[config.mk]
export PLATFORM = sky130hd
export DESIGN_NAME = skinny_core
export DESIGN_NICKNAME = d
export VERILOG_FILES = /design/src/skinny_pkg.sv /design/src/skinny_core.sv /design/src/skinny_round.sv /design/src/skinny_sbox8.sv /design/src/skinny_tweakey_sched.sv
export SDC_FILE = /design/constraint.sdc
export NUM_CORES = 1
export LEC_CHECK = 0
export ABC_AREA = 0
export BUFFER_PORTS_ARGS = -buffer_cell sky130_fd_sc_hd__buf_4
export CAP_MARGIN = 10
export CELL_PAD_IN_SITES_DETAIL_PLACEMENT = 1
export CELL_PAD_IN_SITES_GLOBAL_PLACEMENT = 1
export CORE_AREA = 2 2 350 248
export CTS_BUF_LIST = sky130_fd_sc_hd__clkbuf_8 sky130_fd_sc_hd__clkbuf_16
export DETAILED_ROUTE_END_ITERATION = 8
export DIE_AREA = 0 0 352 250
export PLACE_DENSITY_LB_ADDON = 0.1
export SLEW_MARGIN = 15
export SYNTH_ARGS = -nofsm -noshare
export SYNTH_HDL_FRONTEND = slang
export SYNTH_SLANG_ARGS = --single-unit
[constraint.sdc]
create_clock -name clk -period 7.3 [get_ports clk]
set_clock_uncertainty 0.1 [all_clocks]
set_input_delay 1.095 -clock clk [delete_from_list [all_inputs] [get_ports clk]]
set_output_delay 1.095 -clock clk [all_outputs]
set_load 0.02 [all_outputs]
[src/skinny_pkg.sv]
package skinny_pkg;

   // State and tweakey word, cell 0 in the top byte
   typedef logic [127:0] block_t;

   // Upper two rows of a tweakey word
   typedef logic [63:0] half_t;

   // One cell of the 4x4 state
   typedef logic [7:0] cell_t;

   // Round constant LFSR
   typedef logic [5:0] rc_t;

   // Controller states
   typedef enum logic {
      ST_IDLE,
      ST_RUN
   } core_state_t;

   // Basic cell of the logic S-box
   function automatic logic sbox_cfn(
      input logic x,
      input logic y,
      input logic z
   );
      logic nor_xy;
      nor_xy = ~(x | y);
      return nor_xy ^ z;
   endfunction

endpackage

[src/skinny_core.sv]
`timescale 1ns/1ps

module skinny_core import skinny_pkg::*; #(
   parameter int ROUNDS = 40
) (
   input  logic   clk,
   input  logic   rst_n,
   input  logic   start,
   input  block_t pt,
   input  block_t tk1,
   input  block_t tk2,
   input  block_t tk3,
   output block_t ct,
   output logic   done,
   output logic   busy
);

   localparam int CNT_W = (ROUNDS > 1) ? $clog2(ROUNDS) : 1;
   localparam logic [CNT_W-1:0] LAST_RND = CNT_W'(ROUNDS - 1);

   core_state_t      ctrl_q;
   block_t           state_q;
   block_t           state_nxt;
   half_t            round_key;
   logic [CNT_W-1:0] rnd_cnt;
   logic             accept;
   logic             last_rnd;

   assign busy     = (ctrl_q == ST_RUN);
   assign accept   = start && !busy;   // Starts while running are dropped
   assign last_rnd = busy && (rnd_cnt == LAST_RND);

   skinny_round round_i (
      .state_in  (state_q),
      .round_key (round_key),
      .state_out (state_nxt)
   );

   skinny_tweakey_sched tks_i (
      .clk       (clk),
      .rst_n     (rst_n),
      .load      (accept),
      .advance   (busy),
      .tk1_in    (tk1),
      .tk2_in    (tk2),
      .tk3_in    (tk3),
      .round_key (round_key)
   );

   // Controller and round count
   always_ff @(posedge clk or negedge rst_n) begin
      if (!rst_n) begin
         ctrl_q  <= ST_IDLE;
         rnd_cnt <= '0;
         done    <= 1'b0;
      end else begin
         done <= last_rnd;
         case (ctrl_q)
            ST_IDLE: begin
               if (accept) begin
                  ctrl_q  <= ST_RUN;
                  rnd_cnt <= '0;
               end
            end
            ST_RUN: begin
               if (last_rnd) begin
                  ctrl_q <= ST_IDLE;
               end else begin
                  rnd_cnt <= rnd_cnt + CNT_W'(1);
               end
            end
            default: ctrl_q <= ST_IDLE;
         endcase
      end
   end

   // Cipher state advances one round per cycle
   always_ff @(posedge clk) begin
      if (accept) begin
         state_q <= pt;
      end else if (busy) begin
         state_q <= state_nxt;
      end
   end

   // Result held until the next accepted start
   always_ff @(posedge clk or negedge rst_n) begin
      if (!rst_n) begin
         ct <= '0;
      end else if (last_rnd) begin
         ct <= state_nxt;
      end
   end

endmodule

[src/skinny_round.sv]
`timescale 1ns/1ps

module skinny_round import skinny_pkg::*; (
   input  block_t state_in,
   input  half_t  round_key,
   output block_t state_out
);

   typedef logic [31:0] row_t;

   // Third round constant, fixed 0x02 in cell 8
   localparam block_t C2 = {64'h0, 8'h02, 56'h0};

   block_t sb;
   block_t atk;
   row_t   shr [4];
   row_t   mxc [4];

   // SubCells
   for (genvar j = 0; j < 16; j++) begin : g_sbox
      skinny_sbox8 sbox_i (
         .si (state_in[127-8*j -: 8]),
         .so (sb[127-8*j -: 8])
      );
   end

   // AddRoundTweakey on rows 0 and 1, constant into row 2
   assign atk = sb ^ {round_key, 64'h0} ^ C2;

   // ShiftRows
   assign shr[0] = atk[127:96];
   assign shr[1] = {atk[71:64], atk[95:72]};   // Right by one cell
   assign shr[2] = {atk[47:32], atk[63:48]};   // Right by two
   assign shr[3] = {atk[23:0], atk[31:24]};    // Right by three

   // MixColumns, binary matrix applied per column
   assign mxc[1] = shr[0];
   assign mxc[2] = shr[1] ^ shr[2];
   assign mxc[3] = shr[0] ^ shr[2];
   assign mxc[0] = shr[3] ^ mxc[3];   // Reuses row 3 sum

   assign state_out = {mxc[0], mxc[1], mxc[2], mxc[3]};

endmodule

[src/skinny_sbox8.sv]
`timescale 1ns/1ps

module skinny_sbox8 import skinny_pkg::*; (
   input  cell_t si,
   output cell_t so
);

   cell_t a;

   // Eight chained steps, each feeding later ones
   assign a[0] = sbox_cfn(si[7], si[6], si[4]);
   assign a[1] = sbox_cfn(si[3], si[2], si[0]);
   assign a[2] = sbox_cfn(si[2], si[1], si[6]);
   assign a[3] = sbox_cfn(a[0], a[1], si[5]);
   assign a[4] = sbox_cfn(a[1], si[3], si[1]);
   assign a[5] = sbox_cfn(a[2], a[3], si[7]);
   assign a[6] = sbox_cfn(a[3], a[0], si[3]);
   assign a[7] = sbox_cfn(a[4], a[5], si[2]);

   // Final bit shuffle
   assign so[7] = a[3];
   assign so[6] = a[0];
   assign so[5] = a[1];
   assign so[4] = a[6];
   assign so[3] = a[4];
   assign so[2] = a[2];
   assign so[1] = a[5];
   assign so[0] = a[7];   // S(0x00) comes out as 0x65

endmodule

[src/skinny_tweakey_sched.sv]
`timescale 1ns/1ps

module skinny_tweakey_sched import skinny_pkg::*; (
   input  logic   clk,
   input  logic   rst_n,
   input  logic   load,
   input  logic   advance,
   input  block_t tk1_in,
   input  block_t tk2_in,
   input  block_t tk3_in,
   output half_t  round_key
);

   // New cell i is old cell PT[i]
   localparam int unsigned PT [16] = '{
      9, 15, 8, 13, 10, 14, 12, 11,
      0, 1, 2, 3, 4, 5, 6, 7
   };

   block_t tk1_q;
   block_t tk2_q;
   block_t tk3_q;
   block_t tk1_p;
   block_t tk2_p;
   block_t tk3_p;
   rc_t    rc_q;
   rc_t    rc_nxt;
   half_t  rc_pat;

   function automatic block_t tk_perm(input block_t ki);
      block_t ko;
      for (int i = 0; i < 16; i++) begin
         ko[127-8*i -: 8] = ki[127-8*PT[i] -: 8];
      end
      return ko;
   endfunction

   // TK2 cell LFSR, shift left
   function automatic half_t lfsr2(input half_t hi);
      half_t ho;
      cell_t c;
      for (int i = 0; i < 8; i++) begin
         c = hi[63-8*i -: 8];
         ho[63-8*i -: 8] = {c[6:0], c[7] ^ c[5]};
      end
      return ho;
   endfunction

   // TK3 cell LFSR, shift right
   function automatic half_t lfsr3(input half_t hi);
      half_t ho;
      cell_t c;
      for (int i = 0; i < 8; i++) begin
         c = hi[63-8*i -: 8];
         ho[63-8*i -: 8] = {c[0] ^ c[6], c[7:1]};
      end
      return ho;
   endfunction

   // Next round constant, first round sees 6'h01
   assign rc_nxt = {rc_q[4:0], rc_q[5] ^ rc_q[4] ^ 1'b1};

   assign tk1_p = tk_perm(tk1_q);
   assign tk2_p = tk_perm(tk2_q);
   assign tk3_p = tk_perm(tk3_q);

   // Constants land in cells 0 and 4
   assign rc_pat = {4'h0, rc_nxt[3:0], 24'h0, 6'h0, rc_nxt[5:4], 24'h0};

   assign round_key = tk1_q[127:64] ^ tk2_q[127:64] ^ tk3_q[127:64] ^ rc_pat;

   always_ff @(posedge clk or negedge rst_n) begin
      if (!rst_n) begin
         rc_q <= '0;
      end else if (load) begin
         rc_q <= '0;
      end else if (advance) begin
         rc_q <= rc_nxt;
      end
   end

   always_ff @(posedge clk) begin
      if (load) begin
         tk1_q <= tk1_in;
         tk2_q <= tk2_in;
         tk3_q <= tk3_in;
      end else if (advance) begin
         tk1_q <= tk1_p;   // TK1 is only permuted
         tk2_q <= {lfsr2(tk2_p[127:64]), tk2_p[63:0]};
         tk3_q <= {lfsr3(tk3_p[127:64]), tk3_p[63:0]};
      end
   end

endmodule
==> results of run 1 <==
-- cells by family (layout without fill, tap and decap cells) --
kind of cell               after synthesis  count (layout)  synth area share (%)
AOI/OAI and AO/OA                      169             169                  2.77
xor gates and xnor gates               415             415                  11.9
adders and majority gates                1               1                0.0392
buffers and inverters                  147             796                  1.86
DFF                                    654             654                  59.3
muxes                                   30              30                  1.00
other                                    0               8                     0
and+or+nand+nor                       1880            1880                  23.1
-- worst paths after layout --
check	start	to	slack [ns]	cells past startpoint
worst max-delay path	tks_i.tk1_q[126]	state_q[126]	3.88	7
worst min-delay path	ct[34]	ct[34]	0.37	2
worst max register to register	tks_i.tk1_q[126]	state_q[126]	3.88	7
worst min register to register	ct[34]	ct[34]	0.37	2
max in group asynchronous	rst_n	ct[66]	5.16	2
min in group asynchronous	rst_n	ct[93]	0.41	1
-- area by class of cell --
| type | count | area, um^2 | share of cell area [%] |
|---|---|---|---|
| Sequential cell | 654 | 18900 | 47.0 |
| Multi-Input combinational cell | 2495 | 12400 | 30.9 |
| Timing Repair Buffer | 666 | 5090 | 12.6 |
| Clock buffer | 84 | 1990 | 4.94 |
| Tap cell | 1150 | 1440 | 3.57 |
| Clock inverter | 44 | 362 | 0.898 |
| Antenna cell | 8 | 20.0 | 0.0497 |
| Inverter | 2 | 7.51 | 0.0186 |
-- sequential cells by signal (all words and copies together) (netlist names) --
signal	cells
tks_i.tk2_q	128
tks_i.rc_q	6
state_q	128
rnd_cnt	6
ct	128
busy	1
tks_i.tk3_q	128
done	1
tks_i.tk1_q	128
-- worst max-delay path, stage by stage (launching register included) --
cell	delay (ns)
edfxtp_1	0.42
xnor2_1	0.49
xnor2_1	0.24
xnor2_1	0.17
buf_4	0.18
xnor2_1	0.77
xor2_1	0.58
o21ai_0	0.18
-- metal layers --
metal,part of all wire (%),vias to the layer above
li1,-,11900
met1,44,12800
met2,47,757
met3,6.3,164
met4,2.5,20
met5,0.10,-
-- Yosys cell counts, types with 6 or more instances --
| library cell | n |
|---|---|
| or3_1 | 36 |
| clkbuf_1 | 117 |
| and2_1 | 18 |
| mux2i_1 | 14 |
| nor3_1 | 8 |
| xor2_1 | 103 |
| nand2_1 | 1696 |
| buf_1 | 22 |
| o21ai_0 | 126 |
| nand4_1 | 15 |
| dfrtp_1 | 142 |
| nand3b_1 | 13 |
| nand3_1 | 13 |
| o21a_1 | 8 |
| nor2_1 | 65 |
| mux2_2 | 16 |
| edfxtp_1 | 512 |
| xnor2_1 | 298 |
| xnor3_1 | 6 |
| o22ai_1 | 6 |
| a21oi_1 | 17 |
| o21ai_1 | 8 |
-- through the flow --
step                      util (%)  hold WS, ns  instances  instance area [um^2]
after global placement        44.6        0.362       4967                 37900
after CTS                     47.3        0.379       5095                 40200
final                         47.4        0.372       5103                 40300
after detailed placement      44.6        0.364       4967                 37900
after floorplan                  -        0.391       3296                 31900
after global routing          47.4        0.396       5099                 40300
==> out/results.txt, run 1 <==
Cells taking the most area after synthesis = edfxtp_1, nand2_1, dfrtp_1
Startpoint Class = flip-flop
Register area share after synthesis = 59.3%
M2 GR Usage = 45.8%
GRT Util Overall = 28.6%
Drc violations = 0
Number of synthesized flops with an enable pin = 512
Final setup vio count = 0
Cells after Synth = 3296
Die area = 0.0880 mm^2
Initial Util = 37.6%
CP max FO = 3
CP Capture Type = flip-flop
Global-route wire length before repair = 181000 um
GR peak layer = met2
Final Wtd Congestion = 0.888
Fin. max-slew vios = 0
Hold crit path type = reg2reg
Synth async-reset ratio = 21.7%
Area Overhead vs Synth = 26.1%
Most frequent cells in the layout = nand2_1, buf_4, edfxtp_1
DR vias = 25600
Worst-Margin Slew = 1.20 ns
WP data required = 7.53 ns
Post_cts resized = 0
Detailed placement HPWL = 98400 um
Number of distinct library cells after synthesis = 38
Final worst slack = 3.88 ns
Setup TNS = 0 ns
Root Buffer = clkbuf_16
Synth warn = 0
Vias in the first global route = 26000
Clock latency on the worst-skew pair = 0.63 ns
M3 GR Usage = 4.99%
Period utilization = 46.9%
Pin count of the biggest net entering global routing = 178
Minimum clock period = 3.42 ns
Grt met1 use = 40.1%
H-tree levels = 3
Die Y = 250 um
Clk buf depth = 3
Final Hold Viols = 0
RSZ-0062 raised after global routing = false
FF+latch count, synth = 654
Cts hold-fix bufs = 0
Synth top area share = 48.1%
Post-CTS Setup Repair Bufs = 0
Pre-CTS setup slack = 3.68 ns
Fill count = 9680
Grt ovf = 0
IO Pins = 645
Initial DRC count = 2346
Core area = 0.0850 mm^2
Port Buffer Count = 644
Initial DRT Pass Iterations = 7
Max Cap Violations = 0
Core Rows = 90
Share of cells above drive strength 1 = 20.2%
Slew HR = 19.7%
Arrival time of the worst setup path = 3.66 ns
FMAX = 0.292 GHz
CTS clk-pin slew, worst paths = 0.06 ns
Primary FF master, synth = edfxtp_1
DIE WIDTH = 352 um
Vias/cell = 5.02
Antenna viol nets, final = 0
Initial antenna violation count = 17
Mapped Area = 0.0319 mm^2
Yosys top cell by area = edfxtp_1
WL final = 129000 um
CTS Buf Count = 71
Post-Syn Nets = 3812
CTS tree = yes
WL/cell = 25.2 um
Status = completed
Syn avg cell area = 9.69 um^2
Clock Sink Count = 654
Nets = 4406
CP Class = reg2reg
Most common cell after layout, fill and taps aside = nand2_1
Power of run 1 is not shown: default switching activity piles up to over one toggle a cycle in this logic, so the estimate is an artifact.
==> inputs of run 2 (changes only) <==
--- a/config.mk
+++ b/config.mk
@@ -5,15 +5,15 @@
 export SDC_FILE = /design/constraint.sdc
 export NUM_CORES = 1
 export LEC_CHECK = 0
-export ABC_AREA = 0
+export ABC_AREA = 1
 export BUFFER_PORTS_ARGS = -buffer_cell sky130_fd_sc_hd__buf_4
 export CAP_MARGIN = 10
 export CELL_PAD_IN_SITES_DETAIL_PLACEMENT = 1
 export CELL_PAD_IN_SITES_GLOBAL_PLACEMENT = 1
-export CORE_AREA = 2 2 350 248
+export CORE_AREA = 2 2 334 237
 export CTS_BUF_LIST = sky130_fd_sc_hd__clkbuf_8 sky130_fd_sc_hd__clkbuf_16
 export DETAILED_ROUTE_END_ITERATION = 8
-export DIE_AREA = 0 0 352 250
+export DIE_AREA = 0 0 336 239
 export PLACE_DENSITY_LB_ADDON = 0.1
 export SLEW_MARGIN = 15
 export SYNTH_ARGS = -nofsm -noshare
==> constraint.sdc (replaced) <==
create_clock -name clk -period 3.4 [get_ports clk]
set_clock_uncertainty 0.1 [all_clocks]
set_input_delay 0.51 -clock clk [delete_from_list [all_inputs] [get_ports clk]]
set_output_delay 0.51 -clock clk [all_outputs]
set_load 0.02 [all_outputs]
==> run 2 against run 1 <==
Against the previous run: clock-buffer cell count down 5; first-iteration DRC count increased by 13%; cell area grew 1.0%; via count is 4.9% higher; core utilization grew 5.1 points; final cell count rose by 1.9%; fmax up 8.8%; sequential cell count unchanged; register-to-register slack lost 3.6 ns; critical path depth shrank 1.
==> out/results.txt, run 2 <==
Status = completed
FF+latch count, synth = 654
Initial DRC count = 2660
Mapped Area = 0.0321 mm^2
Die area = 0.0803 mm^2
Final Wtd Congestion = 0.908
Initial DRT Pass Iterations = 6
Post_cts resized = 0
Root Buffer = clkbuf_16
Core Rows = 86
DIE WIDTH = 336 um
Routed wl met2 = 60000 um
Primary FF master, synth = edfxtp_1
Max Cap Violations = 0
Most frequent cells in the layout = nand2_1, buf_4, edfxtp_1
Clock latency on the worst-skew pair = 0.63 ns
Placed inst area = 0.0384 mm^2
FMAX = 0.318 GHz
Vias in the first global route = 26800
Most common cell after layout, fill and taps aside = nand2_1
Number of distinct library cells after synthesis = 35
Arrival time of the worst setup path = 3.39 ns
GRT Util Overall = 32.2%
Nets = 4599
Clock Sink Count = 654
Post-route cell area = 0.0407 mm^2
CTS Buf Count = 70
Share of cells above drive strength 1 = 20.7%
Clk buf depth = 3
Startpoint Class = flip-flop
CTS tree = yes
Die Y = 239 um
Global-route wire length before repair = 183000 um
Final Hold Viols = 0
Cells after Synth = 3452
Fill count = 8793
Core area = 0.0776 mm^2
Final setup vio count = 0
Number of synthesized flops with an enable pin = 512
Slew HR = 29.2%
Syn avg cell area = 9.30 um^2
Antenna viol nets, final = 0
Register area share after synthesis = 59.0%
Synth async-reset ratio = 21.7%
WL/cell = 25.2 um
WP data required = 3.64 ns
Synth top area share = 47.9%
CP max FO = 3
CP Class = reg2reg
Grt ovf = 0
Period utilization = 92.5%
Cells taking the most area after synthesis = edfxtp_1, nand2_1, dfrtp_1
Met3 Routed Length = 9770 um
Yosys top cell by area = edfxtp_1
RSZ-0062 raised after global routing = false
Post-Syn Nets = 3968
DRT met1 WL = 57400 um
Detailed placement HPWL = 102000 um
Synth top cells by count = nand2_1, edfxtp_1, xor2_1
H-tree levels = 3
Vias/cell = 5.17
Worst-Margin Slew = 1.06 ns
Fin. max-slew vios = 0
Initial antenna violation count = 17
Port Buffer Count = 644
CTS clk-pin slew, worst paths = 0.07 ns
WL final = 131000 um
Area Overhead vs Synth = 26.8%
Top sig layer = met5
Synth warn = 0
Minimum clock period = 3.15 ns
Initial Util = 41.4%
DR vias = 26900
Drc violations = 0
IO Pins = 645
Cts hold-fix bufs = 1
Hold crit path type = in2reg
Pin count of the biggest net entering global routing = 223
Post-CTS Setup Repair Bufs = 0
Most common cell in the netlist = nand2_1
CP Capture Type = flip-flop
-- run 2: cell count changes after synthesis, moves of 36 or more --
| cell | delta |
|---|---|
| o21ai_1 | +75 |
| xnor2_1 | -138 |
| buf_2 | +48 |
| or3_1 | -36 |
| nand3_1 | +87 |
| inv_1 | +131 |
| xor2_1 | +60 |
| clkbuf_1 | -36 |
-- run 2: final cells by class --
cell class | instances | area, um^2 | share of cell area, %
tap | 1056 | 1320 | 3.25
clock inverter | 47 | 394 | 0.969
inverter | 144 | 557 | 1.37
clock buffer | 79 | 1910 | 4.69
antenna | 9 | 22.5 | 0.0554
multi-input combinational | 2513 | 12100 | 29.6
timing repair buffer | 700 | 5500 | 13.5
sequential | 654 | 18900 | 46.5
-- run 2: cell families (layout without fill, tap and decap cells) --
logic type,count (synthesis),in the layout,share of synthesized area (%)
and+or+nand+nor,1922,1922,23.6
adders and majority gates,1,1,0.0390
other,0,9,0
xor gates and xnor gates,340,340,9.80
buffers and inverters,285,970,3.52
DFF,654,654,59.0
AOI/OAI and AO/OA,250,250,4.02
-- run 2: critical path: stages (launching register included) --
cell and delay [ns]:
edfxtp_1 0.42, xnor2_1 0.33, xor2_1 0.23, xnor2_1 0.74, xor2_1 0.63, xor2_1 0.26, o21ai_0 0.14
-- run 2: metrics by stage --
| stage | setup TNS, ns | setup slack, ns | utilization, % | hold WS (ns) | cells |
|---|---|---|---|---|---|
| 2_1_floorplan | -2855.60 | -5.53 | - | 0.114 | 3452 |
| 3_3_place_gp | 0 | 0.232 | 49.4 | 0.366 | 5066 |
| 3_5_place_dp | 0 | 0.260 | 49.4 | 0.367 | 5066 |
| 4_1_cts | 0 | 0.242 | 52.4 | 0.0178 | 5193 |
| 5_1_grt | 0 | 0.216 | 52.4 | 0.0360 | 5195 |
| 6_report | 0 | 0.254 | 52.4 | 0.0414 | 5202 |
-- run 2: path summary, 6_finish.rpt --
check,to,cells past startpoint,slack (ns),from
max in group asynchronous,busy,3,2.15,rst_n
max,state_q[110],6,0.25,tks_i.tk2_q[110]
min,state_q[113],3,0.04,pt[113]
min reg2reg,ct[39],2,0.38,ct[39]
min in group asynchronous,ct[51],2,0.34,rst_n
max reg2reg,state_q[110],6,0.25,tks_i.tk2_q[110]
-- run 2: metal layers --
layer | track usage, % | vias up
li1 | - | 12400
met1 | 45.5 | 13300
met2 | 50.4 | 928
met3 | 6.25 | 167
met4 | 9.78 | 14
met5 | 0 | -
Power of run 2 is left out for the same reason.
